## src/hpp_pkg.sv

```systemverilog
// shared widths, line types, FSM states and AXI user codes; compile before every RTL file
package hpp_pkg;

    // line and page geometry
    localparam int LINE_BYTES     = 64;
    localparam int LINE_W         = LINE_BYTES * 8;
    localparam int LINES_PER_PAGE = 64;        // 4 KiB page
    localparam int OFFSET_W       = 6;

    // AXI widths
    localparam int ADDR_W = 64;
    localparam int ID_W   = 12;

    typedef logic [OFFSET_W-1:0] line_offset_t;   // line index within the page
    typedef logic [LINE_W-1:0]   line_data_t;

    // one FIFO slot, offset sits above the line data
    typedef struct packed {
        line_offset_t offset;
        line_data_t   data;
    } fifo_entry_t;

    typedef enum logic [1:0] {
        CTRL_IDLE,
        CTRL_COPY,     // reads still being issued
        CTRL_DRAIN,    // waiting on writes and responses
        CTRL_DONE
    } ctrl_state_t;

    // writer states name the halves that are still pending
    typedef enum logic [1:0] {
        WR_IDLE,
        WR_BOTH,
        WR_ADDR_ONLY,
        WR_DATA_ONLY
    } wr_state_t;

    // user field codes
    localparam logic [5:0] ARUSER_OWNED   = 6'b10_0010;   // cacheable owned read
    localparam logic [5:0] AWUSER_DEFAULT = 6'b00_0000;

endpackage

```

## src/page_writer.sv

```systemverilog
// AXI write side; drains the FIFO into the destination page, AW and W complete independently
`timescale 1ns/10ps

module page_writer
    import hpp_pkg::*;
#(
    parameter int PUSHER_POS = 0
) (
    input  logic                  axi4_mm_clk,
    input  logic                  reset,
    input  logic                  start,
    input  logic [ADDR_W-1:0]     dst_base,
    input  logic                  empty,
    input  fifo_entry_t           head,
    output logic                  pop,
    output logic [ID_W-1:0]       awid,
    output logic [ADDR_W-1:0]     awaddr,
    output logic [5:0]            awuser,
    output logic                  awvalid,
    input  logic                  awready,
    output line_data_t            wdata,
    output logic [LINE_BYTES-1:0] wstrb,
    output logic                  wlast,
    output logic                  wvalid,
    input  logic                  wready,
    output logic                  bready,
    output logic                  writes_sent_all
);

    localparam logic [ID_W-OFFSET_W-1:0] ID_HI = (ID_W-OFFSET_W)'(PUSHER_POS);

    wr_state_t    state, state_next;
    line_offset_t w_count;   // accepted W beats of this page
    logic         aw_fire;
    logic         w_fire;

    assign awvalid = (state == WR_BOTH) || (state == WR_ADDR_ONLY);
    assign wvalid  = (state == WR_BOTH) || (state == WR_DATA_ONLY);
    assign aw_fire = awvalid && awready;
    assign w_fire  = wvalid && wready;

    // payload straight from the FIFO head, which holds until the pop
    assign awaddr = dst_base + (ADDR_W'(head.offset) << $clog2(LINE_BYTES));
    assign awid   = {ID_HI, head.offset};
    assign awuser = AWUSER_DEFAULT;
    assign wdata  = head.data;
    assign wstrb  = '1;     // full line every beat
    assign wlast  = 1'b1;   // single-beat bursts
    assign bready = 1'b1;

    always_comb begin
        state_next = state;
        pop        = 1'b0;
        case (state)
            WR_IDLE: if (!empty) state_next = WR_BOTH;
            WR_BOTH: begin
                if (aw_fire && w_fire) begin
                    pop        = 1'b1;
                    state_next = WR_IDLE;
                end else if (aw_fire) begin
                    state_next = WR_DATA_ONLY;
                end else if (w_fire) begin
                    state_next = WR_ADDR_ONLY;
                end
            end
            WR_ADDR_ONLY: begin
                pop = aw_fire;
                if (aw_fire) state_next = WR_IDLE;
            end
            default: begin   // data half still pending
                pop = w_fire;
                if (w_fire) state_next = WR_IDLE;
            end
        endcase
    end

    always_ff @(posedge axi4_mm_clk) begin
        if (reset) begin
            state           <= WR_IDLE;
            w_count         <= '0;
            writes_sent_all <= 1'b0;
        end else begin
            state <= state_next;
            if (start) begin
                w_count         <= '0;
                writes_sent_all <= 1'b0;
            end else if (w_fire) begin
                w_count <= w_count + 1'b1;
                if (w_count == line_offset_t'(LINES_PER_PAGE - 1)) writes_sent_all <= 1'b1;
            end
        end
    end

endmodule

```

## config.mk

```make
export PLATFORM = sky130hd
export DESIGN_NAME = page_writer
export DESIGN_NICKNAME = d
export VERILOG_FILES = /design/src/hpp_pkg.sv /design/src/page_writer.sv
export SDC_FILE = /design/constraint.sdc
export NUM_CORES = 1
export LEC_CHECK = 0
export ABC_AREA = 1
export BUFFER_PORTS_ARGS = -buffer_cell sky130_fd_sc_hd__buf_2
export CAP_MARGIN = 25
export CORE_AREA = 2 2 493 495
export DETAILED_ROUTE_END_ITERATION = 7
export DIE_AREA = 0 0 495 497
export GPL_TIMING_DRIVEN = 0
export PLACE_DENSITY = 0.3
export SYNTH_ARGS = -nofsm -noshare
export SYNTH_HDL_FRONTEND = slang
export SYNTH_SLANG_ARGS = --single-unit
```

## constraint.sdc

```tcl
create_clock -name axi4_mm_clk -period 1.8 [get_ports axi4_mm_clk]
set_input_delay 0.18 -clock axi4_mm_clk [delete_from_list [all_inputs] [get_ports axi4_mm_clk]]
set_output_delay 0.18 -clock axi4_mm_clk [all_outputs]
set_load 0.02 [all_outputs]
```

-- Word level (Yosys, flattened, before mapping)
Cells that the tools add are included.
- register bits: 9
- bits of input ports: 588
- output and inout port bits: 664
- word-level logic and storage cells: 31
- add/subtract/negate cells: 2
- equal/unequal tests: 7
- mux-type cells: 9
- reduce and logical (&&, ||, !) cells: 10
- operators by type and width (operator ; number):
    adder 64 x 12 -> 64 bit ; 1
    2-to-1 mux 2 bit ; 6
    adder 6 x 1 -> 6 bit, second input constant ; 1
    == test 6 bit, second input constant ; 1
    case mux 2 bit (3 select lines) ; 1
    == test 2 bit, second input constant ; 2
    != test 2 bit, second input constant ; 2
    != test 4 x 3 -> 1 bit, second input constant ; 1
    AND reduction 4 bit ; 1
    nonzero test 4 bit ; 1
    logical AND 1 bit ; 3
    case mux 1 bit (3 select lines) ; 1
    == test 2 x 1 -> 1 bit, second input constant ; 1
    logical NOT 2 bit ; 1
    logical OR 1 bit ; 2
    AND reduction 2 bit ; 1
    OR reduction 2 bit ; 1
    2-to-1 mux 1 bit ; 1

-- Longest topological paths before layout
- word-level depth: 7
- gate-level depth with buffers: 13
- depth with buffers taken out: 13

-- Worst setup path before layout
No wires, ideal clock.
- path kind: in2out
- from: input dst_base[6]
- to: output awaddr[30]
- arrival time: 1.754 ns
- data required time: 1.620 ns
- path slack: -0.134 ns
- stages: 10
- buffers on the path: 0
- path through: ha_1 > inv_1 > fa_1 > inv_1 > nand3_2 > nand3_2 > nand2_1 > nand2_2 > nand2_1 > xnor2_1
- longest elaborated chain between the ends: 1
- RTL lines (item ; RTL line ; RTL):
    start, declared ; page_writer.sv:12 ; input logic [ADDR_W-1:0] dst_base,
    adder 64 x 12 -> 64 bit ; page_writer.sv:43 ; assign awaddr = dst_base + (ADDR_W'(head.offset) << $clog2(LINE_BYTES));
    end, declared ; page_writer.sv:17 ; output logic [ADDR_W-1:0] awaddr,
Every way passes these cells.

-- Worst setup path in the final report
- from: input dst_base[6]
- to: output awaddr[14]
The elaborated chain is that of the path after synthesis.

==> results.tsv <==
metric	value	unit
status	finished, violations left	
violated checks	negative setup slack	
Placer Congestion	0.873	
Reg2Reg Depth	9	
Slew Limit Fails	0	
fill count	28600	
Final Core Density	0.0705	
CTS sink cnt	9	
yosys warns	0	
via count	10100	
vias in the first global route	9969	
Pleak	7.64	nW
die span in x	495	um
cell accounting for the most synthesized area	buf_4	
GRT Total Usage	0.101	
drt first pass iters	4	
Chip Height	497	um
flop-to-flop setup slack	0.32	ns
crit path max fanout	6	
grt total ovfl	0	
fraction of layout cells with a size suffix above 1	0.770	
H-tree lvl count	1	
Cells after DPL	5083	
worst endpoint required time	1.62	ns
Max Cap Viol	0	
capturing point of the worst reg2reg path	state[0]	
power per cell area	343	nW/um2
hold path depth	4	
vias per cell	1.96	
WL/cell	25.5	um
DRC violations left	0	
hold wc startpoint	reset	
DP Wirelength	128	mm
Mapped Cells	1167	
I/O Buffers	655	
Routed WL	132	mm
Synth area leaders	buf_4 61%, nand2_1 10%, nor2_1 4.0%	
min-delay worst type	input pin to register	
WHS Endpoint	state[1]	
post-synthesis register bit count	9	
Clock Path Buffers	2	
CTS tree	yes	
non-filler cells, final	5149	
number of antenna violations at the first check in global routing	124	
I/O pin count	1252	
nets@finish	2538	
first-pass GRT wire length	149	mm
Final Critical Period	2.05	ns
Die Footprint	246000	um2
Data arrival, critical path	1.87	ns
DRT antenna net count	0	
Final setup viols	42	
Iteration-0 DRC Markers	306	
Synth cell types	31	
most frequent cell after synthesis	buf_4	
syn_area_per_cell	6.36	um2
number of buffers created by CTS	3	
Final WS setup	-0.252	ns
Peak VDD IR	0.330	mV
final hold vios	0	
Starting Density	0.0309	
Layout area overhead	128	%
post-synth top area share	0.609	
crit share post-route	1.14	
cell area after synthesis	7420	um2
Worst Setup Path Type	input pin to output pin	
CTS Root Cell	clkbuf_16	
RSZ-0062 raised after global routing	true	
commonest cells in the netlist	602 x buf_4, 198 x nand2_1, 80 x nor2_1	
Post-synth ARST share	0	
largest net degree at the start of global routing	11	
reg2reg start	state[0]	
Worst-path clk slew	0.04	ns
crit path capture type	output pin	
core box area	240000	um2
sequential-to-total area share from yosys stat	0.0243	
number of synthesized flops with an enable pin	0	
Fin Hold WS	0.214	ns
Rows	180	
startpoint types	input pin	
Skew-Pair Late Insertion Delay	0.24	ns
Max Freq	0.487	GHz
Synth Flop Type	dfxtp_1	
skew final	0.00446	ns
critical path: stages:
cell	delay (ns)
buf_8	0.08
ha_4	0.13
inv_2	0.03
fa_2	0.40
inv_2	0.09
nand3_2	0.09
nand3_4	0.13
nand2_4	0.08
nand2_8	0.14
buf_4	0.13
buf_6	0.09
xor2_1	0.14
buf_4	0.16
layout by cell type (no fill, tap or decap), drive strengths merged:
cell type  instances
nor2b              1
ha                11
xor2              15
diode             27
nand3             47
nor2             103
fa                 1
nor3b              1
conb              78
xnor2             15
nor3               9
nand3b             9
and2               1
clkbuf             5
a22oi              1
clkinv             2
o21ai             17
a21oi             10
dfxtp              9
nand4             15
buf             1292
inv               81
nand2            214
layer usage:
metal  GRT usage  part of all wire  vias to the layer above
li1            -                 -                     4458
met4      0.0119             0.020                       40
met1      0.0847              0.29                     4419
met3      0.0877              0.20                      223
met5           0            0.0020                        -
met2       0.182              0.49                      944
flip-flops by register name, summed over array words and instances, names as in the netlist:
signal and count:
w_count 6, state 2, writes_sent_all 1
worst max-delay path by stage:
stage	from	to	slack, ns	depth (start not counted)
floorplan	dst_base[6]	awaddr[54]	0.00006	12
global placement	head[512]	awaddr[54]	-1.02	14
detailed placement	head[512]	awaddr[54]	-1.01	14
CTS	head[512]	awaddr[38]	-0.30	12
global route	head[512]	awaddr[50]	-0.29	14
finish	dst_base[6]	awaddr[14]	-0.25	13
logic make-up (layout without fill, tap and decap cells):
| logic type | count (synthesis) | count (layout) | share of synthesized area |
|---|---|---|---|
| AND/OR/NAND/NOR | 400 | 400 | 0.244 |
| buffers and inverters | 686 | 1380 | 0.652 |
| flip-flops | 9 | 9 | 0.0243 |
| AO/OA/AOI/OAI | 28 | 28 | 0.0222 |
| adder cells (fa/ha/maj) | 12 | 12 | 0.0212 |
| other | 2 | 105 | 0.00101 |
| XOR/XNOR | 30 | 30 | 0.0354 |
layout make-up:
| cell class | count | area (um2) | share of cell area |
|---|---|---|---|
| flip-flops and latches | 9 | 188 | 0.0111 |
| multi-input cells | 548 | 3620 | 0.214 |
| plain buffers | 603 | 4530 | 0.268 |
| clock buffers | 4 | 78.8 | 0.00466 |
| well taps | 3185 | 3990 | 0.236 |
| diodes | 27 | 67.6 | 0.00399 |
| inverters | 83 | 337 | 0.0199 |
| repair buffers | 690 | 4110 | 0.243 |
power by group:
group | total (mW) | switching [mW] | internal (mW)
Combinational | 5.11 | 3.15 | 1.95
Sequential | 0.299 | 0.0561 | 0.243
Clock | 0.394 | 0.0976 | 0.296
Total | 5.80 | 3.31 | 2.49
stage by stage:
step / area (um2) / TNS [ns] / power [mW] / worst slack, ns
after floorplan: 7770 / 0 / 2.98 / 0.0000604
after global placement: 15000 / -22.69 / 4.99 / -1.02
after detailed placement: 15000 / -22.39 / 4.99 / -1.01
after CTS: 16200 / -4.89 / 5.74 / -0.296
after global routing: 16900 / -7.84 / 6.25 / -0.295
final: 16900 / -5.26 / 5.80 / -0.252
what timing repair did:
item / in CTS / in global routing
pin swaps: 58 / 55
setup endpoints to repair: 54 / 49
setup buffers: 25 / 9
endpoints found under the hold margin: 0 / 0
hold buffers: 0 / 0
resized for setup: 232 / 137
gates cloned: 0 / 1
No activity file was read; power rests on OpenSTA's default activity.
