## src/hpp_pkg.sv

```systemverilog
// shared widths, line types, FSM states and AXI user codes; compile before every RTL file
package hpp_pkg;

    // line and page geometry
    localparam int LINE_BYTES     = 64;
    localparam int LINE_W         = LINE_BYTES * 8;
    localparam int LINES_PER_PAGE = 64;        // 4 KiB page
    localparam int OFFSET_W       = 6;

    // AXI widths
    localparam int ADDR_W = 64;
    localparam int ID_W   = 12;

    typedef logic [OFFSET_W-1:0] line_offset_t;   // line index within the page
    typedef logic [LINE_W-1:0]   line_data_t;

    // one FIFO slot, offset sits above the line data
    typedef struct packed {
        line_offset_t offset;
        line_data_t   data;
    } fifo_entry_t;

    typedef enum logic [1:0] {
        CTRL_IDLE,
        CTRL_COPY,     // reads still being issued
        CTRL_DRAIN,    // waiting on writes and responses
        CTRL_DONE
    } ctrl_state_t;

    // writer states name the halves that are still pending
    typedef enum logic [1:0] {
        WR_IDLE,
        WR_BOTH,
        WR_ADDR_ONLY,
        WR_DATA_ONLY
    } wr_state_t;

    // user field codes
    localparam logic [5:0] ARUSER_OWNED   = 6'b10_0010;   // cacheable owned read
    localparam logic [5:0] AWUSER_DEFAULT = 6'b00_0000;

endpackage

```

## src/page_reader.sv

```systemverilog
// AXI read side; walks the 64 lines of the source page and pushes each returned line to the FIFO
`timescale 1ns/10ps

module page_reader
    import hpp_pkg::*;
#(
    parameter int FIFO_DEPTH = 16,
    parameter int PUSHER_POS = 0
) (
    input  logic              axi4_mm_clk,
    input  logic              reset,
    input  logic              start,
    input  logic [ADDR_W-1:0] src_base,
    input  logic              fifo_full,
    output logic              push,
    output fifo_entry_t       push_entry,
    output logic [ID_W-1:0]   arid,
    output logic [ADDR_W-1:0] araddr,
    output logic [5:0]        aruser,
    output logic              arvalid,
    input  logic              arready,
    input  logic [ID_W-1:0]   rid,
    input  line_data_t        rdata,
    input  logic              rvalid,
    output logic              rready,
    output logic              reads_issued_all
);

    localparam int CRED_W = $clog2(FIFO_DEPTH) + 1;
    localparam logic [ID_W-OFFSET_W-1:0] ID_HI = (ID_W-OFFSET_W)'(PUSHER_POS);

    line_offset_t      ar_offset;
    logic              rd_active;   // page not fully requested yet
    logic [CRED_W-1:0] rd_credit;   // reads out, capped at the FIFO depth
    logic              ar_fire;

    // credit only drops without an AR, so a raised arvalid stays up
    assign arvalid = rd_active && (rd_credit < CRED_W'(FIFO_DEPTH));
    assign ar_fire = arvalid && arready;
    assign araddr  = src_base + (ADDR_W'(ar_offset) << $clog2(LINE_BYTES));
    assign arid    = {ID_HI, ar_offset};
    assign aruser  = ARUSER_OWNED;

    // R is back-pressured by the FIFO, returns may come in any order
    assign rready            = !fifo_full;
    assign push              = rvalid && rready;
    assign push_entry.offset = rid[OFFSET_W-1:0];
    assign push_entry.data   = rdata;

    always_ff @(posedge axi4_mm_clk) begin
        if (reset) begin
            ar_offset        <= '0;
            rd_active        <= 1'b0;
            rd_credit        <= '0;
            reads_issued_all <= 1'b0;
        end else begin
            if (start) begin
                ar_offset        <= '0;
                rd_active        <= 1'b1;
                reads_issued_all <= 1'b0;
            end else if (ar_fire) begin
                ar_offset <= ar_offset + 1'b1;
                if (ar_offset == line_offset_t'(LINES_PER_PAGE - 1)) begin
                    rd_active        <= 1'b0;
                    reads_issued_all <= 1'b1;   // sticky until next start
                end
            end

            if (ar_fire && !push) begin
                rd_credit <= rd_credit + 1'b1;
            end else if (!ar_fire && push) begin
                rd_credit <= rd_credit - 1'b1;
            end
        end
    end

endmodule

```

## config.mk

```make
export PLATFORM = sky130hd
export DESIGN_NAME = page_reader
export DESIGN_NICKNAME = d
export VERILOG_FILES = /design/src/hpp_pkg.sv /design/src/page_reader.sv
export SDC_FILE = /design/constraint.sdc
export NUM_CORES = 1
export LEC_CHECK = 0
export ABC_AREA = 1
export BUFFER_PORTS_ARGS = -buffer_cell sky130_fd_sc_hd__buf_2
export CORE_AREA = 5 5 459 461
export CTS_BUF_LIST = sky130_fd_sc_hd__clkbuf_4
export DETAILED_ROUTE_END_ITERATION = 8
export DIE_AREA = 0 0 464 466
export GPL_ROUTABILITY_DRIVEN = 0
export MAX_ROUTING_LAYER = met4
export PLACE_DENSITY = 0.3
export SYNTH_ARGS = -nofsm -noshare
export SYNTH_HDL_FRONTEND = slang
export SYNTH_SLANG_ARGS = --single-unit
```

## constraint.sdc

```tcl
create_clock -name axi4_mm_clk -period 4.35 [get_ports axi4_mm_clk]
set_clock_uncertainty 0.1 [all_clocks]
set_input_delay 1.305 -clock axi4_mm_clk [delete_from_list [all_inputs] [get_ports axi4_mm_clk]]
set_output_delay 1.305 -clock axi4_mm_clk [all_outputs]
set_load 0.02 [all_outputs]
```

; Yosys cells after proc, flatten, opt, wreduce, memory -nomap -nowiden
; Cells that the tools add are included.
[word_totals]
reg_bits = 13
[classes]
n_addsub = 4
order_cmp = 1
n_eq_ne = 1
muxes = 5
reduce_logical = 14
[op_table]
columns = operator, count
row1 = $add 64x12->64, 1
row2 = $mux 5, 2
row3 = $add 6x1->6 const B, 1
row4 = $eq 6x6->1 const B, 1
row5 = $reduce_bool 2->1, 3
row6 = $add 5x1->5 const B, 1
row7 = $logic_and 1x1->1, 5
row8 = $lt 5x5->1 const B, 1
row9 = $sub 5x1->5 const B, 1
row10 = $reduce_and 2->1, 2
row11 = $logic_not 1->1, 3
row12 = $mux 1, 3
row13 = $reduce_or 2->1, 1

; Longest topological paths before layout
[logic_depth]
word_depth = 7
mapped_depth = 14
ltp_nobuf = 14

; Worst setup path before layout
; OpenSTA, ideal clock, no wires.
[synth_timing]
path_type = input port to output port
start = input src_base[6]
end = output araddr[18]
arrival_time_ns = 2.862
slack_ns = 0.083
cell_stages = 10
n_path_buf = 0
cell_sequence = ha_1 -> inv_1 -> fa_1 -> inv_1 -> nand3_1 -> nand3_2 -> nand2_1 -> nand2_2 -> nand2_1 -> xnor2_1
[synth_via]
elab_chain_len = 1
[synth_rtl]
columns = element, line
row1 = start: declaration, page_reader.sv:13  ; input logic [ADDR_W-1:0] src_base,
row2 = $add 64x12->64, page_reader.sv:40  ; assign araddr = src_base + (ADDR_W'(ar_offset) << $clog2(LINE_BYTES));
row3 = end: declaration, page_reader.sv:18  ; output logic [ADDR_W-1:0] araddr,
; No other way between the ends.

; Worst setup path after layout
; Ends and elaborated chain as after synthesis.

==> results by group <==
Min path
  • Hold Path Sink: reads_issued_all$_SDFFE_PP0P_
  • Hold Path Stages: 2
  • Hold path startpoint: reads_issued_all$_SDFFE_PP0P_
  • Hold Crit Class: flip-flop to flip-flop

Timing
  • RSZ-0062 raised after global routing: yes
  • Slew Limit Fails: 0
  • Final hold viol count: 0
  • Post-layout minimum cycle time: 4300 ps
  • Max Clk Rate: 233 MHz
  • Final worst-path cycle share: 0.988
  • Setup-failing EPs final: 0
  • Final setup margin: 53.9 ps

Drt
  • Wirelength per Cell: 34.8 um
  • Met1 wire length: 10.2 mm
  • First-pass DRT Iterations: 4
  • DRC Markers: 0
  • 1st-iter DRT viols: 176
  • Via count: 5371
  • Vias per inst: 1.54
  • DRT Wirelength: 121 mm
  • Top sig layer: met4
  • Met3 WL: 47.3 mm
  • DR WL met2: 58.4 mm
  • Routed Antenna Nets: 0

Placement
  • Pre-CTS WS: -302 ps
  • Placed cells: 3474
  • Post-Place Cell Area: 7750 um^2
  • DP Wirelength: 118 mm
  • I/O Buffers: 131

CTS
  • CTS Buffer Depth: 2
  • Total CTS buffers: 3
  • CTS tree: done
  • CTS Hold Bufs: 0
  • H-tree levels: 1
  • Clock sinks: 13
  • Clk pin slew, worst setup/hold paths: 90 ps
  • Clock root buffer: clkbuf_4
  • Clock Latency Late Sink: 330 ps

Worst setup path
  • Critical Path RT: 2940 ps
  • CP Max Fanout: 4
  • Reg2Reg Depth: 14
  • Critical path data arrival time: 2890 ps
  • CP Capture Type: primary output
  • Setup crit start kind: primary input
  • Worst R2R End: rd_credit[4]$_SDFFE_PP0P_
  • Crit Reg-Reg Startpoint: rd_active$_SDFFE_PP0P_
  • Setup CP Type: primary input to primary output
  • R2R Setup Slk: 1870 ps

Floorplan
  • I/O pin count: 1198
  • Die area: 216000 um^2
  • Die H: 466 um
  • Die width: 464 um
  • Initial core utilization: 0.0343
  • Core ar.: 206000 um^2
  • FP Rows: 167

Global routing
  • Initial antenna violation count: 31
  • First-pass GRT wire length: 132 mm
  • Vias in the first global route: 5235
  • GRT overflow: 0
  • GR Util All Layers: 0.109
  • Largest net degree at the start of global routing: 11

Pwr
  • Leakage power: 2.58 nW
  • PwrDens: 82.1 nW/um^2
  • Maximum vdd drop: 0.138 mV

Layout
  • Layout cells sized above 1: 0.360
  • Post-route cell area: 8260 um^2
  • Area Growth Syn to Fin: 17.0%
  • Post-route insts no fill: 3487
  • Layout Utilization: 0.0401
  • Final #Nets: 1384

Synthesis
  • Netlist cell types: 31
  • Synth area leader: buf_4
  • Synthesized area: 7060 um^2
  • Largest cells by area after synthesis: buf_4 57%, nand2_1 11%, nor2_1 4.8%
  • Sequential-to-total area share from yosys stat: 0.0368
  • Syn Inst Count: 1117
  • FF+latch count, synth: 13
  • Synth Warn #: 0
  • Synth top area share: 0.570
  • Syn_area_per_cell: 6.32 um^2

Status
  • Status: finished clean

Job
  • Max Cap Violations: 0
[placed cells by master, fill, tap and decap left out, drive strengths merged, types with 2 or more instances in the layout]
master / synthesis / layout
nand3b: 10 / 10
inv: 89 / 89
nand3: 41 / 41
xnor2: 15 / 15
nor3: 11 / 11
diode: 0 / 7
o21ai: 17 / 17
conb: 2 / 12
nand4: 13 / 13
nor2: 109 / 109
nand2: 212 / 212
fa: 2 / 2
ha: 11 / 11
buf: 537 / 178
clkbuf: 0 / 8
dfxtp: 13 / 13
a21oi: 11 / 11
xor2: 20 / 20
[cells by family after synthesis]
family / count (synthesis) / synth area share
fa+ha+maj: 13 / 0.0252
other cells: 2 / 0.00106
compound gates: 30 / 0.0241
simple gates: 398 / 0.251
buf+inv: 626 / 0.619
xor+xnor: 35 / 0.0434
flops: 13 / 0.0368
[critical path, cell delays in order]
cell and delay, ps:
buf_6 80, ha_4 130, inv_2 30, fa_2 340
inv_2 70, nand3_2 80, nand3_4 100, nand2_2 80
nand2_4 90, nand2_4 50, buf_6 140, buf_6 110
xnor2_2 130, buf_4 150
[sequential cells by signal, summed over array words and instances, names as in the netlist]
name and flops:
rd_credit 5, ar_offset 6, reads_issued_all 1, rd_active 1
[where the power goes]
| group | internal [mW] | switching, mW | total, mW |
|---|---|---|---|
| registers | 0.128 | 0.00730 | 0.135 |
| clock network | 0.0422 | 0.0597 | 0.102 |
| logic | 0.153 | 0.289 | 0.442 |
[how the worst max path moves through the flow]
stage          slack [ps]  cells past startpoint         end   startpoint
2_1_floorplan          80                     10  araddr[18]  src_base[6]
4_1_cts               -50                     14  araddr[18]  src_base[6]
6_report               50                     14  araddr[18]  src_base[6]
3_3_place_gp         -300                     15  araddr[62]  src_base[6]
5_1_grt               -50                     15  araddr[60]  src_base[6]
3_5_place_dp         -300                     13  araddr[20]  src_base[6]
[timing repair]
action / CTS / global route
pin swaps: 14 / 7
setup buffers: 3 / 0
gates resized for setup: 71 / 45
setup endpoints to repair: 36 / 42
[cell usage after synthesis]
cell type,instances
o21ai_2,3
inv_2,2
o21ai_0,10
buf_4,536
nand2_1,198
a21o_1,1
nand2_2,13
buf_6,1
nand3b_1,10
o21bai_1,1
a21oi_2,1
or2_1,1
conb_1,2
ha_1,11
nor2_4,4
a21oi_1,10
xor2_1,20
nand3_2,4
nand4_1,13
nor3_1,9
xnor2_1,15
o21ai_1,4
nand2_4,1
and2_1,1
fa_1,2
nor2_2,15
dfxtp_1,13
nor2_1,90
inv_1,87
nor3_2,2
nand3_1,37
[final cells by class]
type | count | area (um^2)
fill | 24700 | 198000
tap | 2704 | 3380
multi-input combinational | 488 | 2780
timing repair buffer | 182 | 1460
inverter | 89 | 334
sequential | 13 | 260
clock buffer | 4 | 30.0
antenna | 7 | 17.5
[per-layer routing]
layer / vias to the layer above / track usage
li1: 2179 / -
met2: 819 / 0.184
met1: 2049 / 0.0258
met5: - / -
met3: 324 / 0.194
met4: 0 / 0.0348
[stage by stage]
stage | TNS (ps) | total power, mW | hold WS, ps
after floorplan | 0 | 1.02 | 355
after global placement | -4730 | 0.590 | 342
after detailed placement | -4740 | 0.589 | 343
after CTS | -133 | 0.717 | 363
after global routing | -251 | 0.735 | 380
final | 0 | 0.679 | 359
(Power assumes the default switching activity.)
