## config.mk

```make
export PLATFORM = sky130hd
export DESIGN_NAME = req_tracker
export DESIGN_NICKNAME = d
export VERILOG_FILES = /design/src/req_tracker.sv
export SDC_FILE = /design/constraint.sdc
export NUM_CORES = 1
export LEC_CHECK = 0
export ABC_AREA = 0
export BUFFER_PORTS_ARGS = -buffer_cell sky130_fd_sc_hd__buf_4
export CAP_MARGIN = 10
export CORE_MARGIN = 1.5
export CORE_UTILIZATION = 30
export CTS_CLUSTER_DIAMETER = 60
export DETAILED_ROUTE_END_ITERATION = 12
export MAX_ROUTING_LAYER = met4
export PLACE_DENSITY_LB_ADDON = 0.3
export SETUP_SLACK_MARGIN = 0.5
export SYNTH_ARGS = -nofsm -noshare
export SYNTH_HDL_FRONTEND = slang
export SYNTH_SLANG_ARGS = --single-unit
```

## constraint.sdc

```tcl
create_clock -name axi4_mm_clk -period 4.9 [get_ports axi4_mm_clk]
set_input_delay 0.98 -clock axi4_mm_clk [delete_from_list [all_inputs] [get_ports axi4_mm_clk]]
set_output_delay 0.98 -clock axi4_mm_clk [all_outputs]
set_load 0.01 [all_outputs]
```

## src/req_tracker.sv

```systemverilog
// counts reads and writes in flight and keeps the migration-done counter
`timescale 1ns/10ps

module req_tracker #(
    parameter int CNT_W = 8
) (
    input  logic        axi4_mm_clk,
    input  logic        reset,
    input  logic        ar_fire,
    input  logic        r_fire,
    input  logic        w_fire,
    input  logic        b_fire,
    input  logic        done_pulse,
    output logic        idle_out,
    output logic [63:0] mig_done_cnt
);

    logic [CNT_W-1:0] rd_inflight;   // ARs without their R beat
    logic [CNT_W-1:0] wr_inflight;   // W beats without their B response

    assign idle_out = (rd_inflight == '0) && (wr_inflight == '0);

    always_ff @(posedge axi4_mm_clk) begin
        if (reset) begin
            rd_inflight <= '0;
            wr_inflight <= '0;
        end else begin
            // request and response in the same cycle cancel out
            if (ar_fire && !r_fire) begin
                rd_inflight <= rd_inflight + 1'b1;
            end else if (!ar_fire && r_fire) begin
                rd_inflight <= rd_inflight - 1'b1;
            end

            if (w_fire && !b_fire) begin
                wr_inflight <= wr_inflight + 1'b1;
            end else if (!w_fire && b_fire) begin
                wr_inflight <= wr_inflight - 1'b1;
            end
        end
    end

    // one step per finished command, zero-address ones included
    always_ff @(posedge axi4_mm_clk) begin
        if (reset) begin
            mig_done_cnt <= '0;
        end else if (done_pulse) begin
            mig_done_cnt <= mig_done_cnt + 1'b1;
        end
    end

endmodule

```

* After elaboration in Yosys (flattened, before gate mapping)
Cells that the tools add are included.
Widths: inputs -> output; s select.
** Storage, ports and cells
- Word-level logic and storage cells :: 25
- Register bits :: 80
** Operators by class
- $add $sub $neg :: 5
- Reduce and logical (&&, ||, !) cells :: 13
- Muxes and demuxes :: 4
** Operator list (count)
- $add 64x1->64 const B :: 1
- $mux 8 :: 4
- $add 8x1->8 const B :: 2
- $logic_not 8->1 :: 2
- $sub 8x1->8 const B :: 2
- $logic_and 1x1->1 :: 5
- $logic_not 1->1 :: 4
- $reduce_bool 2->1 :: 2

* Longest topological paths before layout
Gate-level depths: netlist of the first run.
- Depth in word-level cells :: 4
- Depth in mapped cells :: 10
- Depth with buffers taken out :: 10

* Worst setup path before layout of the first run
Ideal clock, no wire load.
- Path type :: input -> register
- Start :: input port r_fire
- End :: register rd_inflight[7]
- Library setup time :: 0.070 ns
- Arrival :: 2.727 ns
- Slack :: 2.103 ns
- Cell stages on the path :: 10
- Buffers on the path :: 0
- Required time :: 4.830 ns
- Path through :: inv_1 -> ha_1 -> inv_1 -> ha_1 -> a21oi_1 -> o211ai_1 -> o41ai_1 -> xnor2_1 -> or3_1 -> a21oi_1
** On the way
- Word-level cells in the longest chain between the ends :: 3
- Elaborated cells on any way between the ends :: 5
- Classes of those cells :: mux: 1; reduce/logical: 4
** RTL lines
- from (decl) :: RTL line 10 : input logic r_fire,
- $logic_not 1->1 :: RTL line 29 : if (ar_fire && !r_fire) begin
- $logic_and 1x1->1 :: RTL line 29
- $mux 8 / $reduce_bool 2->1 (equally long branches)
- to (signal assigned) :: RTL line 30 : rd_inflight <= rd_inflight + 1'b1;
- to (signal assigned) :: RTL line 32 : rd_inflight <= rd_inflight - 1'b1;
- to (decl) :: RTL line 18 : logic [CNT_W-1:0] rd_inflight;
Parallel ways exist; a longest one is shown, timed or not.
A chain may end at the register's enable or synchronous reset.

* Worst setup path after layout of the first run
- Start :: input port ar_fire
- End :: register rd_inflight[7]
** On the way
- Word-level cells in the longest chain between the ends :: 3
- Elaborated cells on any way between the ends :: 5
- Classes of those cells :: mux: 1; reduce/logical: 4
** RTL lines
- from (decl) :: RTL line 9 : input logic ar_fire,
- $logic_not 1->1 :: RTL line 31 : end else if (!ar_fire && r_fire) begin
- $logic_and 1x1->1 :: RTL line 31
- $reduce_bool 2->1 (no line)
Parallel ways exist; a longest one is shown, timed or not.

==> results of run 1 <==
==> flip-flops by register name, indices dropped and copies added (netlist names) <==
register and count:
wr_inflight 8, mig_done_cnt 64, rd_inflight 8
==> metrics by stage <==
step                utilization [%]  power (W)  instances
global route                   37.9    0.00182        716
floorplan                         -   0.000993        473
detailed placement             35.7    0.00106        702
CTS                            37.9    0.00175        716
finish                         37.9    0.00173        716
global placement               35.7    0.00105        702
==> cells in the mapped netlist (3+ instances only) <==
cell type,n
nor2_1,95
dfxtp_1,80
xnor2_1,37
xor2_1,32
nand3_1,30
nand2_1,23
nand4_1,19
a21oi_1,18
ha_1,15
nor4_1,14
and4_1,13
inv_1,13
clkbuf_1,11
nor3_1,10
o21ai_0,10
or3_1,10
buf_2,5
mux2i_1,5
and3_1,4
nor4b_1,3
or4_1,3
==> power by group <==
group          switching [W]  internal [W]  total, W  leakage [nW]
Clock               0.000259      0.000416  0.000675         0.143
Sequential         0.0000377      0.000689  0.000727         0.648
Combinational       0.000173      0.000153  0.000326          1.13
Total               0.000470       0.00126   0.00173          1.92
==> cell type report <==
class,instances,area (um^2),share of cell area [%]
Timing Repair Buffer,71,533,10.7
Sequential cell,80,1600,32.2
Clock inverter,3,42.5,0.854
Multi-Input combinational cell,362,2280,45.8
Inverter,13,48.8,0.980
Tap cell,176,220,4.42
Clock buffer,11,253,5.07
==> worst max-delay path: cells and delay by family <==
| family | cells | cell delay, ns |
|---|---|---|
| buf+inv | 2 | 0.33 |
| xor+xnor | 1 | 0.12 |
| compound gates | 4 | 0.86 |
| simple gates | 1 | 0.32 |
| fa+ha+maj | 2 | 0.50 |
==> cell usage in the layout, fill, tap and decap left out, types with 14 or more instances in the layout <==
cell     synthesis  routed
buf_4            0      71
nand3_1         30      30
nor2_1          95      95
nor4_1          14      14
dfxtp_1         80      80
xnor2_1         37      37
a21oi_1         18      18
xor2_1          32      32
nand4_1         19      19
ha_1            15      15
nand2_1         23      23
==> cell families (layout without fill, tap and decap cells) <==
kind of cell	after synthesis	in the layout	synth area share [%]
fa+ha+maj	17	17	5.68
mux	5	5	1.25
simple gates	233	233	29.6
flops	80	80	40.0
buf+inv	31	98	3.06
xor+xnor	69	69	15.1
compound gates	38	38	5.37
==> layer usage <==
metal  vias to the layer above  routed length, um
met5                         -                  0
li1                       1765                  -
met3                        11                474
met1                      1628               4470
met4                         0                174
met2                        84               4370
==> worst paths after layout <==
path                     from               end  slack (ns)
max                   ar_fire    rd_inflight[7]        2.05
min reg2reg  mig_done_cnt[63]  mig_done_cnt[63]        0.49
min          mig_done_cnt[63]  mig_done_cnt[63]        0.49
max reg2reg   mig_done_cnt[7]  mig_done_cnt[62]        2.32
==> impl_metrics.yaml, run 1 <==
drt:
  first_pass_iters: 5
  drcViolationCount: 0
  wl_um: 9490
  post_drt_via_cell_ratio: 4.87
  wl_per_cell_um: 13.3
  vias: 3488
  detail-route-antenna-nets: 0
  drtIter0Drc: 215
timing:
  rsz0062_at_grt: "no"
  fin_worst_skew_ns: 0.00712
  fin_crit_ns: 2.85
  hold_violations: 0
  worst_slack_ns: 2.05
  max_slew_margin_pct: 40.8
  fmax_mhz: 350
  whs_ns: 0.495
  final_max_slew_viol_count: 0
  tns_ns: 0
  finalSetupViolCount: 0
  tightest_slew_ns: 0.889
  fin_crit_sh_pct: 58.3
clock_tree:
  cts-resized-gates: 0
  postCtsSetupBuffers: 0
  htreeDepth: 3
  root_buffer: "clkbuf_16"
  clk_latency_ns: 0.34
  clk_pin_slew_worst_paths_ns: 0.06
  cts_buffers: 9
  cts_tree: "done"
  hold_buffers: 0
  cts_max_path_buffers: 2
  cts_sinks: 80
place:
  place_area_um2: 4690
  port_buffers: 71
  gp_congestion: 0.800
  dp_hpwl_um: 6640
  pre_cts_ws_ns: 1.72
yosys:
  synth_cell_type_count: 36
  synth_area_um2: 4010
  synth_edf_count: 0
  ys_ff_latch: 80
  synth_area_leaders: "dfxtp_1 40%, nor2_1 8.9%, xnor2_1 8.1%"
  yosysWarnings: 0
  async_reset_ff_share_pct: 0
  yosys.area.top_type: "dfxtp_1"
  syn_nets: 497
  synth_top_area_share_pct: 40.0
  ys_seq_area_share_pct: 40.0
  synthCells: 473
  synth_flop_cell: "dfxtp_1"
  syn_avg_cell_area_um2: 8.47
die:
  start_util_pct: 30.5
  ioPinCount: 72
  dieArea_um2: 14100
  fp.dieW_um: 119
  die_y_um: 119
  rows: 42
  coreArea_um2: 13100
global_routing:
  grtUsageTotal_pct: 14.4
  grt_pass1_wl_um: 16000
  first_global_vias: 3389
  grt_overflow_total: 0
  use_met1_pct: 17.9
  gr-max-usage-layer: "met2"
  grt_antenna_before_repair: 0
  met2_usage_pct: 22.7
  grt_max_degree: 85
  use_met3_pct: 2.65
worst_hold_path:
  hold_class: "flop to flop"
  holdPathStages: 2
setup_path:
  cp-start-kind: "primary input"
  slowest_stage: "o41ai_1"
  cp.arrival_ns: 3.11
  cp.required_ns: 5.15
  crit_fanout: 7
  path_cells: "buf_4 > ha_1 > inv_1 > ha_1 > a21oi_1 > o211ai_1 > o41ai_1 > xnor2_1 > or3_1 > a21oi_1"
  rr_worst_depth: 6
  worstSetupEndpointType: "flop"
  path_class: "primary input to flop"
  cpPeakStageDelay_ns: 0.37
final_layout:
  drive_above_1_share_pct: 16.5
  stdcell_area_um2: 4980
  fin_nets: 561
  antennaDiodeCount: 0
  fillers: 1348
  area_delta_synth_final_pct: 24.3
power_and_ir_drop:
  powerDensity_nw_per_um2: 347
  p_leak_nw: 1.92
  ir_worst_vdd_uv: 143
outcome:
  status: "finished clean"
flow_run:
  drv_cap: 0
(Power assumes the default switching activity.)
==> inputs of run 2 (changes only) <==
- ABC_AREA: 0 -> 1
- clock period: 4.9 -> 2.8 ns (I/O delays scaled with it)
==> impl_metrics.yaml, run 2 <==
power_and_ir_drop:
  p_int_w: 0.00222
  ir_worst_vdd_uv: 304
  power.share.clock_pct: 44.7
  powerDensity_nw_per_um2: 492
  power_w: 0.00297
  p_leak_nw: 2.54
  p_switching_w: 0.000747
  p_sw_share_pct: 25.2
  p_comb_share_pct: 13.8
  seq_power_share_pct: 41.5
yosys:
  synthXorXnorAreaFrac_pct: 3.38
  synth_compound_area_share_pct: 9.80
  synth_top_family_by_area: "simple AND/OR/NAND/NOR gates"
  syn_nets: 779
  synth_area_leaders: "dfxtp_1 32%, nand2_1 13%, nor2_1 10%"
  synth_flop_cell: "dfxtp_1"
  synth_cell_type_count: 37
  synth_mux_area_share_pct: 0
  synthCells: 755
  ys_ff_latch: 80
  yosys.area.top_type: "dfxtp_1"
  syn_avg_cell_area_um2: 6.53
  synth_edf_count: 0
  async_reset_ff_share_pct: 0
  ys_seq_area_share_pct: 32.5
  synthAdderAreaFrac_pct: 4.62
  yosysMostFrequentCell: "nand2_1"
  synth_top_area_share_pct: 32.5
  yosysWarnings: 0
  synth-simple-area-share_pct: 41.1
  synth_common_cells: "176 x nand2_1, 134 x nor2_1, 89 x inv_1, 80 x dfxtp_1, 45 x nand3_1"
  synth_area_um2: 4930
drt:
  detail-route-antenna-nets: 0
  wl_per_cell_um: 12.8
  wl_um: 13500
  drcViolationCount: 0
  first_pass_iters: 4
  drtIter0Drc: 251
  vias: 4779
  post_drt_via_cell_ratio: 4.56
timing:
  final_max_slew_viol_count: 0
  rsz0062_at_grt: "no"
  max_slew_margin_pct: 66.0
  fin_crit_sh_pct: 74.5
  tns_ns: 0
  fin_worst_skew_ns: 0.0103
  tightest_slew_ns: 0.510
  fmax_mhz: 479
  fin_crit_ns: 2.09
  whs_ns: 0.497
  hold_violations: 0
  finalSetupViolCount: 0
final_layout:
  mostFrequentLayoutCells: "176 x nand2_1, 134 x nor2_1, 89 x inv_1"
  largest_reg_flops: 64
  final_common_cell: "nand2_1"
  drive_above_1_share_pct: 17.0
  antennaDiodeCount: 0
  top_regs: "mig_done_cnt (64), rd_inflight (8), wr_inflight (8)"
  largest_register: "mig_done_cnt"
  area_delta_synth_final_pct: 22.4
  fin_nets: 854
place:
  dp_hpwl_um: 10400
  port_buffers: 71
  gp_congestion: 0.886
global_routing:
  grt_overflow_total: 0
  grt_antenna_before_repair: 0
  grt_max_degree: 47
  grtUsageTotal_pct: 16.6
  first_global_vias: 4398
  grt_pass1_wl_um: 22300
die:
  start_util_pct: 30.9
  coreArea_um2: 15900
  rows: 46
  ioPinCount: 72
  fp.dieW_um: 131
  die_y_um: 131
  dieArea_um2: 17200
clock_tree:
  cts_buffers: 9
  clk_latency_ns: 0.34
  clk_pin_slew_worst_paths_ns: 0.06
  cts_sinks: 80
  cts_max_path_buffers: 2
  cts_tree: "done"
  hold_buffers: 0
  htreeDepth: 3
  postCtsSetupBuffers: 0
  root_buffer: "clkbuf_16"
  cts-resized-gates: 0
setup_path:
  path_class: "flop to primary output"
  worstSetupEndpointType: "primary output"
  rr_worst_depth: 10
  crit_fanout: 3
  critPathMostFrequentCell: "nor4_1"
  cp.required_ns: 2.24
  regToRegStartpoint: "mig_done_cnt[0]"
  rrSetupSlack_ns: 0.94
  cp-start-kind: "flop"
  slowest_stage: "nor4_1"
  cp.arrival_ns: 1.53
  cpPeakStageDelay_ns: 0.34
  path_cells: "nor4_1 > nand3_1 > nor4_1 > buf_4"
  r2r-end: "mig_done_cnt[52]"
flow_run:
  drv_cap: 0
worst_hold_path:
  worstHoldStart: "mig_done_cnt[24]"
  whs_endpoint: "mig_done_cnt[24]"
  hold_class: "flop to flop"
  holdPathStages: 1
outcome:
  status: "finished clean"
==> run 2: changes by cell type after synthesis, sizes merged, moves of 18 or more <==
| cell | delta |
|---|---|
| o21ai | +27 |
| inv | +84 |
| xnor2 | -32 |
| nand2 | +161 |
| a21oi | +25 |
| nand3 | +22 |
| xor2 | -18 |
| nor2 | +67 |
==> run 2: cell type report <==
cell class                      instances  area [um^2]
Fill cell                            1730         9910
Tap cell                              216          270
Multi-Input combinational cell        563         2900
Sequential cell                        80         1600
Clock buffer                           10          229
Inverter                              103          388
Timing Repair Buffer                   73          548
Clock inverter                          4         95.1
==> run 2: critical path: cells and delay by family (launching register included) <==
kind | cells | cell delay (ns)
flip-flops | 1 | 0.33
buffers and inverters | 1 | 0.18
AND/OR/NAND/NOR | 3 | 0.68
==> run 2: kinds of logic after synthesis <==
family          count (synthesis)
compound gates                 91
xor+xnor                       19
fa+ha+maj                      17
buf+inv                       112
flops                          80
simple gates                  436
==> run 2: worst max path at each step <==
stage                    from              to  slack, ns  depth (start not counted)
2_1_floorplan          r_fire  rd_inflight[7]       0.78                         11
5_1_grt        rd_inflight[3]        idle_out       0.55                          4
4_1_cts        rd_inflight[3]        idle_out       0.66                          4
3_3_place_gp          ar_fire  rd_inflight[7]       0.54                         11
3_5_place_dp          ar_fire  rd_inflight[7]       0.50                         11
6_report       rd_inflight[3]        idle_out       0.71                          4
==> run 2: power by group through the flow <==
stage	combinational (W)	sequential (W)	clock, W
finish	0.000411	0.00123	0.00133
global route	0.000481	0.00124	0.00142
CTS	0.000414	0.00123	0.00136
detailed placement	0.000413	0.00126	0
global placement	0.000410	0.00126	0
floorplan	0.000336	0.00124	0
==> run 2: metal layers <==
metal / share of wire (%) / GRT usage, % / vias up
li1: - / - / 2558
met5: 0 / - / -
met2: 47 / 26.8 / 84
met3: 4.9 / 4.32 / 12
met4: 1.4 / 3.93 / 0
met1: 47 / 20.8 / 2125
==> run 2: through the flow <==
stage	instances	setup WS [ns]	area, um^2	util [%]
2_1_floorplan	755	0.778	4930	-
3_3_place_gp	1035	0.535	5710	35.8
3_5_place_dp	1035	0.499	5710	35.8
4_1_cts	1049	0.661	6030	37.8
5_1_grt	1049	0.549	6030	37.8
6_report	1049	0.714	6030	37.8
