`src/hpp_pkg.sv`:
```
// shared widths, line types, FSM states and AXI user codes; compile before every RTL file
package hpp_pkg;

    // line and page geometry
    localparam int LINE_BYTES     = 64;
    localparam int LINE_W         = LINE_BYTES * 8;
    localparam int LINES_PER_PAGE = 64;        // 4 KiB page
    localparam int OFFSET_W       = 6;

    // AXI widths
    localparam int ADDR_W = 64;
    localparam int ID_W   = 12;

    typedef logic [OFFSET_W-1:0] line_offset_t;   // line index within the page
    typedef logic [LINE_W-1:0]   line_data_t;

    // one FIFO slot, offset sits above the line data
    typedef struct packed {
        line_offset_t offset;
        line_data_t   data;
    } fifo_entry_t;

    typedef enum logic [1:0] {
        CTRL_IDLE,
        CTRL_COPY,     // reads still being issued
        CTRL_DRAIN,    // waiting on writes and responses
        CTRL_DONE
    } ctrl_state_t;

    // writer states name the halves that are still pending
    typedef enum logic [1:0] {
        WR_IDLE,
        WR_BOTH,
        WR_ADDR_ONLY,
        WR_DATA_ONLY
    } wr_state_t;

    // user field codes
    localparam logic [5:0] ARUSER_OWNED   = 6'b10_0010;   // cacheable owned read
    localparam logic [5:0] AWUSER_DEFAULT = 6'b00_0000;

endpackage

```
`src/migration_ctrl.sv`:
```
// command FSM of the pusher; accepts a migration, starts the copy and signals completion
`timescale 1ns/10ps

module migration_ctrl
    import hpp_pkg::*;
(
    input  logic              axi4_mm_clk,
    input  logic              reset,
    input  logic              cmd_valid,
    output logic              cmd_ready,
    input  logic [ADDR_W-1:0] src_addr,
    input  logic [ADDR_W-1:0] dst_addr,
    input  logic              reads_issued_all,
    input  logic              writes_sent_all,
    input  logic              idle_out,
    output logic              start,
    output logic [ADDR_W-1:0] src_base,
    output logic [ADDR_W-1:0] dst_base,
    output logic              done_pulse
);

    ctrl_state_t state, state_next;
    logic        accept;
    logic        zero_cmd;

    assign cmd_ready  = (state == CTRL_IDLE);
    assign accept     = cmd_valid && cmd_ready;
    assign zero_cmd   = (src_addr == '0) || (dst_addr == '0);   // pusher control, no copy
    assign done_pulse = (state == CTRL_DONE);

    always_comb begin
        state_next = state;
        case (state)
            CTRL_IDLE: begin
                if (accept) begin
                    state_next = zero_cmd ? CTRL_DONE : CTRL_COPY;
                end
            end
            CTRL_COPY: begin
                // flag from the last page is still up while start is high
                if (!start && reads_issued_all) begin
                    state_next = CTRL_DRAIN;
                end
            end
            CTRL_DRAIN: begin
                if (writes_sent_all && idle_out) begin
                    state_next = CTRL_DONE;
                end
            end
            default: state_next = CTRL_IDLE;   // done lasts one cycle
        endcase
    end

    always_ff @(posedge axi4_mm_clk) begin
        if (reset) begin
            state <= CTRL_IDLE;
            start <= 1'b0;
        end else begin
            state <= state_next;
            start <= accept && !zero_cmd;   // one cycle, reader and writer rearm on it
        end
    end

    // page bases, held for the whole migration
    always_ff @(posedge axi4_mm_clk) begin
        if (accept) begin
            src_base <= src_addr;
            dst_base <= dst_addr;
        end
    end

endmodule

```
`config.mk`:
```
export PLATFORM = sky130hd
export DESIGN_NAME = migration_ctrl
export DESIGN_NICKNAME = d
export VERILOG_FILES = /design/src/hpp_pkg.sv /design/src/migration_ctrl.sv
export SDC_FILE = /design/constraint.sdc
export NUM_CORES = 1
export LEC_CHECK = 0
export BUFFER_PORTS_ARGS = -buffer_cell sky130_fd_sc_hd__buf_2
export CORE_MARGIN = 5
export CORE_UTILIZATION = 40
export CTS_CLUSTER_SIZE = 25
export DETAILED_ROUTE_END_ITERATION = 8
export HOLD_SLACK_MARGIN = 0.15
export PLACE_DENSITY_LB_ADDON = 0.2
export RECOVER_POWER = 25
export SETUP_SLACK_MARGIN = 0.5
export SLEW_MARGIN = 10
export SYNTH_ARGS = -nofsm -noshare
export SYNTH_HDL_FRONTEND = slang
export SYNTH_SLANG_ARGS = --single-unit
```
`constraint.sdc`:
```
create_clock -name axi4_mm_clk -period 12.9 [get_ports axi4_mm_clk]
set_input_delay 1.29 -clock axi4_mm_clk [delete_from_list [all_inputs] [get_ports axi4_mm_clk]]
set_output_delay 1.29 -clock axi4_mm_clk [all_outputs]
set_load 0.1 [all_outputs]
```
Word level (Yosys, flattened, before mapping)
Cells that the tools add are included.
{"block": "classes", "addsub": 0, "n_mul": 0, "div": 0, "order_cmp": 0, "eq_ne": 6, "shifts": 0, "n_mux": 5, "n_bitwise": 0, "n_reduce_logical": 11}
{"operator": "64-bit logical NOT", "count": 2}
{"operator": "2-bit two-way mux", "count": 4}
{"operator": "2-bit one-hot mux with 3 select lines", "count": 1}
{"operator": "2-bit == test, second input constant", "count": 2}
{"operator": "1-bit logical AND", "count": 4}
{"operator": "2-bit != test, second input constant", "count": 2}
{"operator": "3-bit AND reduction", "count": 1}
{"operator": "2-bit by 1-bit == test with 1-bit output, second input constant", "count": 1}
{"operator": "1-bit logical NOT", "count": 2}
{"operator": "2-bit logical NOT", "count": 1}
{"operator": "2-bit by 1-bit != test with 1-bit output, second input constant", "count": 1}
{"operator": "1-bit logical OR", "count": 1}
{"block": "word_totals", "regBits": 131, "latchBits": 0, "ramBits": 0, "romBits": 0, "in_bits": 134, "out_inout_bits": 131, "word_cells": 26, "n_memories": 0}

Depth between registers and ports, before layout
Gate-level depths: netlist (run 1).
{"block": "logic_depth", "word_depth": 5, "depth_mapped": 6, "ltp_nobuf": 6}

Worst setup path before layout (run 1)
No wires, ideal clock.
{"block": "synth_path", "kind": "register to register", "startpoint": "reg state[1]", "endpoint": "reg dst_base[0] (enable)", "setup_time_ns": 0.502, "arrival_ns": 4.366, "t_required_ns": 12.398, "path_slack_ns": 8.032, "stages_incl_launch_ff": 4, "path_buffers": 0, "period_less_slack_ns": 4.868, "cell_sequence": "dfxtp_1 -> inv_1 -> ha_1 -> and2_1"}
{"block": "synth_via", "elab_chain_cells": 2}
{"element": "start: declaration", "line_no": "migration_ctrl.sv:22", "source": "ctrl_state_t state, state_next;"}
{"element": "start signal: assignment", "line_no": "migration_ctrl.sv:59", "source": "state <= state_next;"}
{"element": "2-bit logical NOT", "line_no": "migration_ctrl.sv:26", "source": "assign cmd_ready = (state == CTRL_IDLE);"}
{"element": "via cmd_ready", "line_no": "migration_ctrl.sv:10", "source": "output logic cmd_ready,"}
{"element": "1-bit logical AND", "line_no": "migration_ctrl.sv:27", "source": "assign accept = cmd_valid && cmd_ready;"}
{"element": "via accept", "line_no": "migration_ctrl.sv:23", "source": "logic accept;"}
{"element": "end signal: assignment", "line_no": "migration_ctrl.sv:68", "source": "dst_base <= dst_addr;"}
{"element": "end: declaration", "line_no": "migration_ctrl.sv:18", "source": "output logic [ADDR_W-1:0] dst_base,"}
The timed path passes the listed nets, and every way through them passes these cells.
A chain may end at the register's enable or synchronous reset.

Final worst setup path (run 1)
{"block": "layout_path", "startpoint": "reg state[1]", "endpoint": "out cmd_ready"}
{"block": "layout_via", "elab_chain_cells": 1}
{"element": "2-bit logical NOT", "line_no": "migration_ctrl.sv:26"}
{"element": "end: declaration", "line_no": "migration_ctrl.sv:10"}
Every way passes these cells.

==> results of run 1 <==
sequential cells by signal, summed over array words and instances, names as in the netlist:
name / flops
dst_base: 64
src_base: 64
state: 2
start: 1
per-layer routing:
| layer | up-vias | share of wire | track usage |
|---|---|---|---|
| li1 | 1401 | - | - |
| met1 | 1400 | 0.34 | 0.1758 |
| met2 | 173 | 0.51 | 0.2951 |
| met3 | 10 | 0.13 | 0.08457 |
| met4 | 0 | 0.013 | 0.07759 |
| met5 | - | 0 | 0 |
worst max path at each step:
stage,to
5_1_grt,cmd_ready
4_1_cts,cmd_ready
3_5_place_dp,dst_base[31]$_DFFE_PP_
2_1_floorplan,dst_base[0]$_DFFE_PP_
3_3_place_gp,src_base[46]$_DFFE_PP_
6_report,cmd_ready
final cells by class:
| type | count | area (µm²) | area share |
|---|---|---|---|
| Sequential cell | 131 | 3904 | 0.6127 |
| Timing Repair Buffer | 265 | 1251 | 0.1964 |
| Multi-Input combinational cell | 61 | 441.7 | 0.06932 |
| Clock buffer | 20 | 425.4 | 0.06677 |
| Tap cell | 140 | 175.2 | 0.02749 |
| Clock inverter | 12 | 162.7 | 0.02553 |
| Inverter | 3 | 11.26 | 0.001767 |
critical path, cell delays in order (launching register included):
cell and delay, ps:
dfxtp_1 360, inv_1 120, ha_1 290, buf_2 470
through the flow:
step	hold WS (ps)	worst slack [ps]	util
floorplan	522.1	8032	-
global placement	546.7	9651	0.5454
detailed placement	549.2	9627	0.5454
CTS	558.1	9820	0.6001
global route	598.1	9773	0.5929
finish	552.2	9861	0.5929
cells in the mapped netlist:
master,number,share of area
a211oi_1,1,0.0017
a222oi_1,1,0.0023
and2_1,1,0.0014
dfxtp_1,3,0.014
edfxtp_1,128,0.88
ha_1,5,0.014
inv_1,3,0.0026
nand2_1,1,0.00086
nand2b_4,1,0.0032
nand4_1,8,0.011
nor2_1,3,0.0026
nor3_1,1,0.0011
nor4_1,31,0.045
nor4_2,3,0.0086
nor4b_1,1,0.0020
o211ai_1,2,0.0034
o21ai_1,1,0.0011
o31a_1,1,0.0020
cells by family after synthesis:
| logic type | Yosys count | share of synthesized area |
|---|---|---|
| buf+inv | 3 | 0.002586 |
| compound gates | 6 | 0.01063 |
| simple gates | 50 | 0.07586 |
| fa+ha+maj | 5 | 0.01437 |
| flops | 131 | 0.8966 |
power by group through the flow:
stage          Combinational (W)  Sequential, W  Clock, W
6_report                0.000770       0.000612  0.000471
5_1_grt                 0.000790       0.000621  0.000501
4_1_cts                 0.000777       0.000614  0.000481
3_5_place_dp            0.000777       0.000621         0
3_3_place_gp            0.000775       0.000619         0
2_1_floorplan          0.0000865        0.00120         0
==> impl_results.md, run 1 <==
- Status: finished clean
- Peak VDD IR: 0.0001550 V
- Post-Syn Area: roughly 4400 µm²
- CP Launch Type: flop
- Worst Path Arrival: 1750 ps
- Worst Setup SP: state[1]$_SDFFE_PP0P_
- Crit Path Max Fanout: 6
- DR vias/cell: approximately 4.7
- Syn avg cell area: 22.33 µm²
- Sw Pwr: 0.0008752 W
- Detailed placement HPWL: between 9 and 10 mm
- Register-to-Register Path Depth: 4
- Die Area: 13,070 µm²
- Pwr Total: between 0.0015 and 0.002 W
- Final setup violation count: 0
- Hold Path Depth: 2
- Mapped Cells: 195
- Non-filler instance count after layout: 632
- Commonest non-fill, non-tap cell in the layout: buf_2
- Switching Fraction: 0.4725
- Clock Skew: 3.878 ps
- FP Rows: 38
- Min-delay worst type: reg -> reg
- RSZ-0062 raised after global routing: no
- R2R Setup Slk: 10,190 ps
- Sequential area share after synthesis: 0.8966
- Area delta synth->final: 46.32%
- Final Hold Viols: 0
- PD cells: ~290 nW/µm²
- Internal power: 0.0009772 W
- Grt ovf: 0
- Die Y: 114.3 µm
- R2R Path End: src_base[17]$_DFFE_PP_
- Largest net degree at the start of global routing: 67
- Max Cap Viol: 0
- Hold path start: state[0]$_SDFFE_PP0P_
- Post-CTS setup buffer count: 0
- Global Route Usage Sum: 0.1717
- Fmax: 329.1 MHz
- Static leakage: 2.498 nW
- Drt total wl: between 10 and 15 mm
- CTS sink cnt: 131
- Final period util: 0.2356
- Drt pass-1 iters: 4
- Starting Density: 0.4052
- Crit path required time: 11,610 ps
- Worst Setup End Kind: primary output
- First-pass GRT wire length: ~17 mm
- Tightest Pin Transition: 815.5 ps
- #FFs+latches synth: 131
- DRC violations left: 0
- Hold path endpoint: state[0]$_SDFFE_PP0P_
- TritonCTS clock tree: yes
- Vias in the first global route: roughly 3,200
- Headroom to the max-slew limit: 0.4563
- Initial antenna violation count: 0
- Nets: 618
- Seq pwr share: 0.330
- Unique cell type count in the Yosys netlist: 18
- CTS buffer count: 17
- # hold bufs at CTS: 0
- Initial DRC count: roughly 120
- Later-pin clock latency in the skew report: slightly below 500 ps
- Vias: 2,984
- Root Driver: clkbuf_8
- Post-route ant nets: 0
- Total negative setup slack: 0 ps
- Part of the power in combinational logic: 0.415
- Cells after DPL: 600
- Post_cts resized: 0
- Cell area after layout: 6371 µm²
- Max Slew Vio Count: 0
- Clock buffer depth: 2
- Worst-path clk slew: 50 ps
- Post-DR wirelength/cell: roughly 18 µm
- Clock share of power: 0.254
- Number of top-level pins: 265
- Tmin final: 3039 ps
- Layout cells sized above 1: 0.4776
- IO Port Bufs: approximately 260
- FILL cells: 922
- Warning count from the yosys run: 0
- CORE AREA: 10,750 µm²
- GPL Wtd Cong: 0.7653
- Most frequent cells in the layout: buf_2 (202), edfxtp_1 (128), clkbuf_1 (64)
- Die Width: 114.3 µm
- H-tree lvl count: 4
- CP Class: reg -> out
- Syn_nets: 334
- Diode count: 0
- Placed cell areas: 5861 µm²
- Reg-to-Reg Start: state[1]$_SDFFE_PP0P_
(Power assumes the default switching activity.)
==> run 2: changes to the inputs <==
- ABC_AREA: unset -> 1
- clock period: 12.9 -> 2.95 ns (I/O delays scaled with it)
==> run 2 against run 1 <==
Combinational power increased to 4.9 times the previous value; core utilization increased by 11 points; clock skew increased by 6.7 ps; clock power increased to 4.4 times the previous value; clock-buffer cell count unchanged; die area increased by 4.1%; register-to-register slack got worse by 9100 ps; highest routed layer unchanged; total power increased to 4.6 times the previous value.
==> impl_results.md, run 2 <==
- Status: finished clean
- CP Class: reg -> reg
- Post-synth EDFFs: 128
- Die Y: 116.6 µm
- Post-synth top cells: edfxtp_1 (128), nor2_1 (85), nand2_1 (49)
- Final Hold Viols: 0
- Peak VDD IR: 0.0006830 V
- Simple-gate area share of the yosys netlist: 0.1131
- Total negative setup slack: 0 ps
- PD cells: 1083 nW/µm²
- Worst Setup End Kind: flop
- Drt total wl: roughly 14 mm
- Drt pass-1 iters: 4
- Hold Slack: 167.7 ps
- Syn avg cell area: 16.01 µm²
- Hold path start: cmd_valid
- Post-CTS setup buffer count: 0
- Unique cell type count in the Yosys netlist: 13
- Warning count from the yosys run: 0
- Headroom to the max-slew limit: 0.6162
- CORE AREA: 11,270 µm²
- Vias: 3,841
- Post-route ant nets: 0
- Largest family of logic cells by synthesized area: simple AND/OR/NAND/NOR gates
- Multiplexer share of the synthesized area: 0
- Max Cap Viol: 0
- Xor-xnor portion of the synthesized cell area: 0
- Max Slew Vio Count: 0
- Nets: around 840
- Cell area after layout: 7891 µm²
- Compound-gate portion of the synthesized area: 0.009078
- H-tree lvl count: 4
- Pwr Total: around 0.0085 W
- CTS buffer count: 17
- CP max stage cell: clkinvlp_4
- Fmax: 524.7 MHz
- Adder-cell share of the synthesized area: 0.01376
- CP Launch Type: flop
- First-pass GRT wire length: 20.40 mm
- Commonest non-fill, non-tap cell in the layout: buf_2
- Post-synth ARST share: 0
- Final period util: 0.6460
- Reg-to-Reg Start: state[1]$_SDFFE_PP0P_
- Crit Path Max Fanout: 29
- FP Rows: 39
- #FFs+latches synth: 131
- Crit path cell chain: inv_2 -> ha_4 -> nand2_4 -> clkinvlp_4 -> buf_4
- Post-DR wirelength/cell: 16.23 µm
- TritonCTS clock tree: yes
- Tightest Pin Transition: 574.5 ps
- Initial antenna violation count: 0
- Mapped Cells: 284
- Static leakage: 3.191 nW
- Area delta synth->final: 73.51%
- Area leader, netlist: edfxtp_1
- CTS sink cnt: 131
- Worst-path clk slew: 60 ps
- Largest regs: dst_base x64, src_base x64, state x2
- Grt ovf: 0
- Syn_nets: 423
- Cells after DPL: about 690
- Post-Syn Area: 4548 µm²
- Clock buffer depth: 2
- Clock Skew: 10.59 ps
- Synth top area cells: edfxtp_1 (85%), nor2_1 (7.0%), nand2_1 (4.0%), ha_1 (1.4%), dfxtp_1 (1.3%)
- Placed cell areas: 6110 µm²
- GPL Wtd Cong: about 0.8
- Min-delay worst type: in -> reg
- Non-filler instance count after layout: 854
- Final setup violation count: 0
- Top FF cell, synth: edfxtp_1
- Crit path required time: between 3000 and 4000 ps
- Later-pin clock latency in the skew report: 410 ps
- Layout cells sized above 1: 0.3347
- Post-synth top area share: 0.8451
- IO Port Bufs: between 200 and 300
- Number of top-level pins: 265
- RSZ-0062 raised after global routing: no
- Worst Setup SP: state[1]$_SDFFE_PP0P_
- Most frequent cells in the layout: buf_2 (195), dlygate4sd3_1 (129), edfxtp_1 (128)
- Detailed placement HPWL: between 9 and 10 mm
- Die Area: 13,600 µm²
- Starting Density: 0.4035
- Global Route Usage Sum: 0.2035
- Largest stage delay, worst path: approximately 470 ps
- Most frequent cell after synthesis: edfxtp_1
- Die Width: around 120 µm
- Vias in the first global route: 4,114
- Tmin final: 1906 ps
- Root Driver: clkbuf_16
- DRC violations left: 0
- Worst Path Arrival: 2030 ps
- Initial DRC count: roughly 240
- Diode count: 0
- Sequential area share after synthesis: 0.8583
- DR vias/cell: 4.498
- Largest net degree at the start of global routing: 50
run 2: cell count changes after synthesis, sizes merged, moves of 2 or more:
| cell | delta |
|---|---|
| inv | +4 |
| nand2 | +48 |
| o211ai | -2 |
| nor2 | +82 |
| nor4 | -34 |
| nand4 | -8 |
| a21oi | +2 |
run 2: path summary, 6_finish.rpt:
path	to	slack [ps]	cells past startpoint
setup / recovery	dst_base[22]$_DFFE_PP_	1040	5
hold / removal	start$_SDFF_PP0_	170	3
setup reg to reg	dst_base[22]$_DFFE_PP_	1040	5
hold reg to reg	state[1]$_SDFFE_PP0P_	580	2
run 2: metal layers:
metal	GRT usage	up-vias	wire length (µm)
met5	0	-	0
met4	0.07339	0	243
met3	0.1021	27	1870
met2	0.3555	221	7053
met1	0.2112	1758	4692
li1	-	1835	-
run 2: area by class of cell:
| type | count | area (µm²) |
|---|---|---|
| Clock buffer | 20 | 436.7 |
| Tap cell | 143 | 178.9 |
| Timing Repair Buffer | 396 | 2564 |
| Inverter | 7 | 30.03 |
| Multi-Input combinational cell | 146 | 638.1 |
| Fill cell | 806 | 3381 |
| Sequential cell | 131 | 3906 |
| Clock inverter | 11 | 137.6 |
run 2: cells by family (layout without fill, tap and decap cells):
| family | count (synthesis) | after routing |
|---|---|---|
| fa+ha+maj | 5 | 5 |
| flops | 131 | 131 |
| buf+inv | 7 | 434 |
| simple gates | 136 | 136 |
| compound gates | 5 | 5 |
run 2: per-stage QoR:
stage	utilization	setup WS, ps
after floorplan	-	-111.5
after global placement	0.5420	1056
after detailed placement	0.5420	1008
after CTS	0.7075	996.0
after global routing	0.7001	881.9
final	0.7001	1044
run 2: critical path: cells and delay by family (launching register included):
family	cells	cell delay [ps]
adders and majority gates	1	170
DFF	1	360
and+or+nand+nor	1	80
buffers and inverters	3	990
run 2: repair_timing:
action                    in CTS  in global routing
gates resized for setup        0                  0
hold buffers                 129                  0
hold endpoints to repair     130                  0
run 2: power by group:
group	total, W	leakage, nW	switching [W]	internal [W]
Clock	0.00205	0.275	0.000732	0.00131
Sequential	0.00269	1.24	0.000111	0.00258
Combinational	0.00380	1.68	0.00329	0.000512
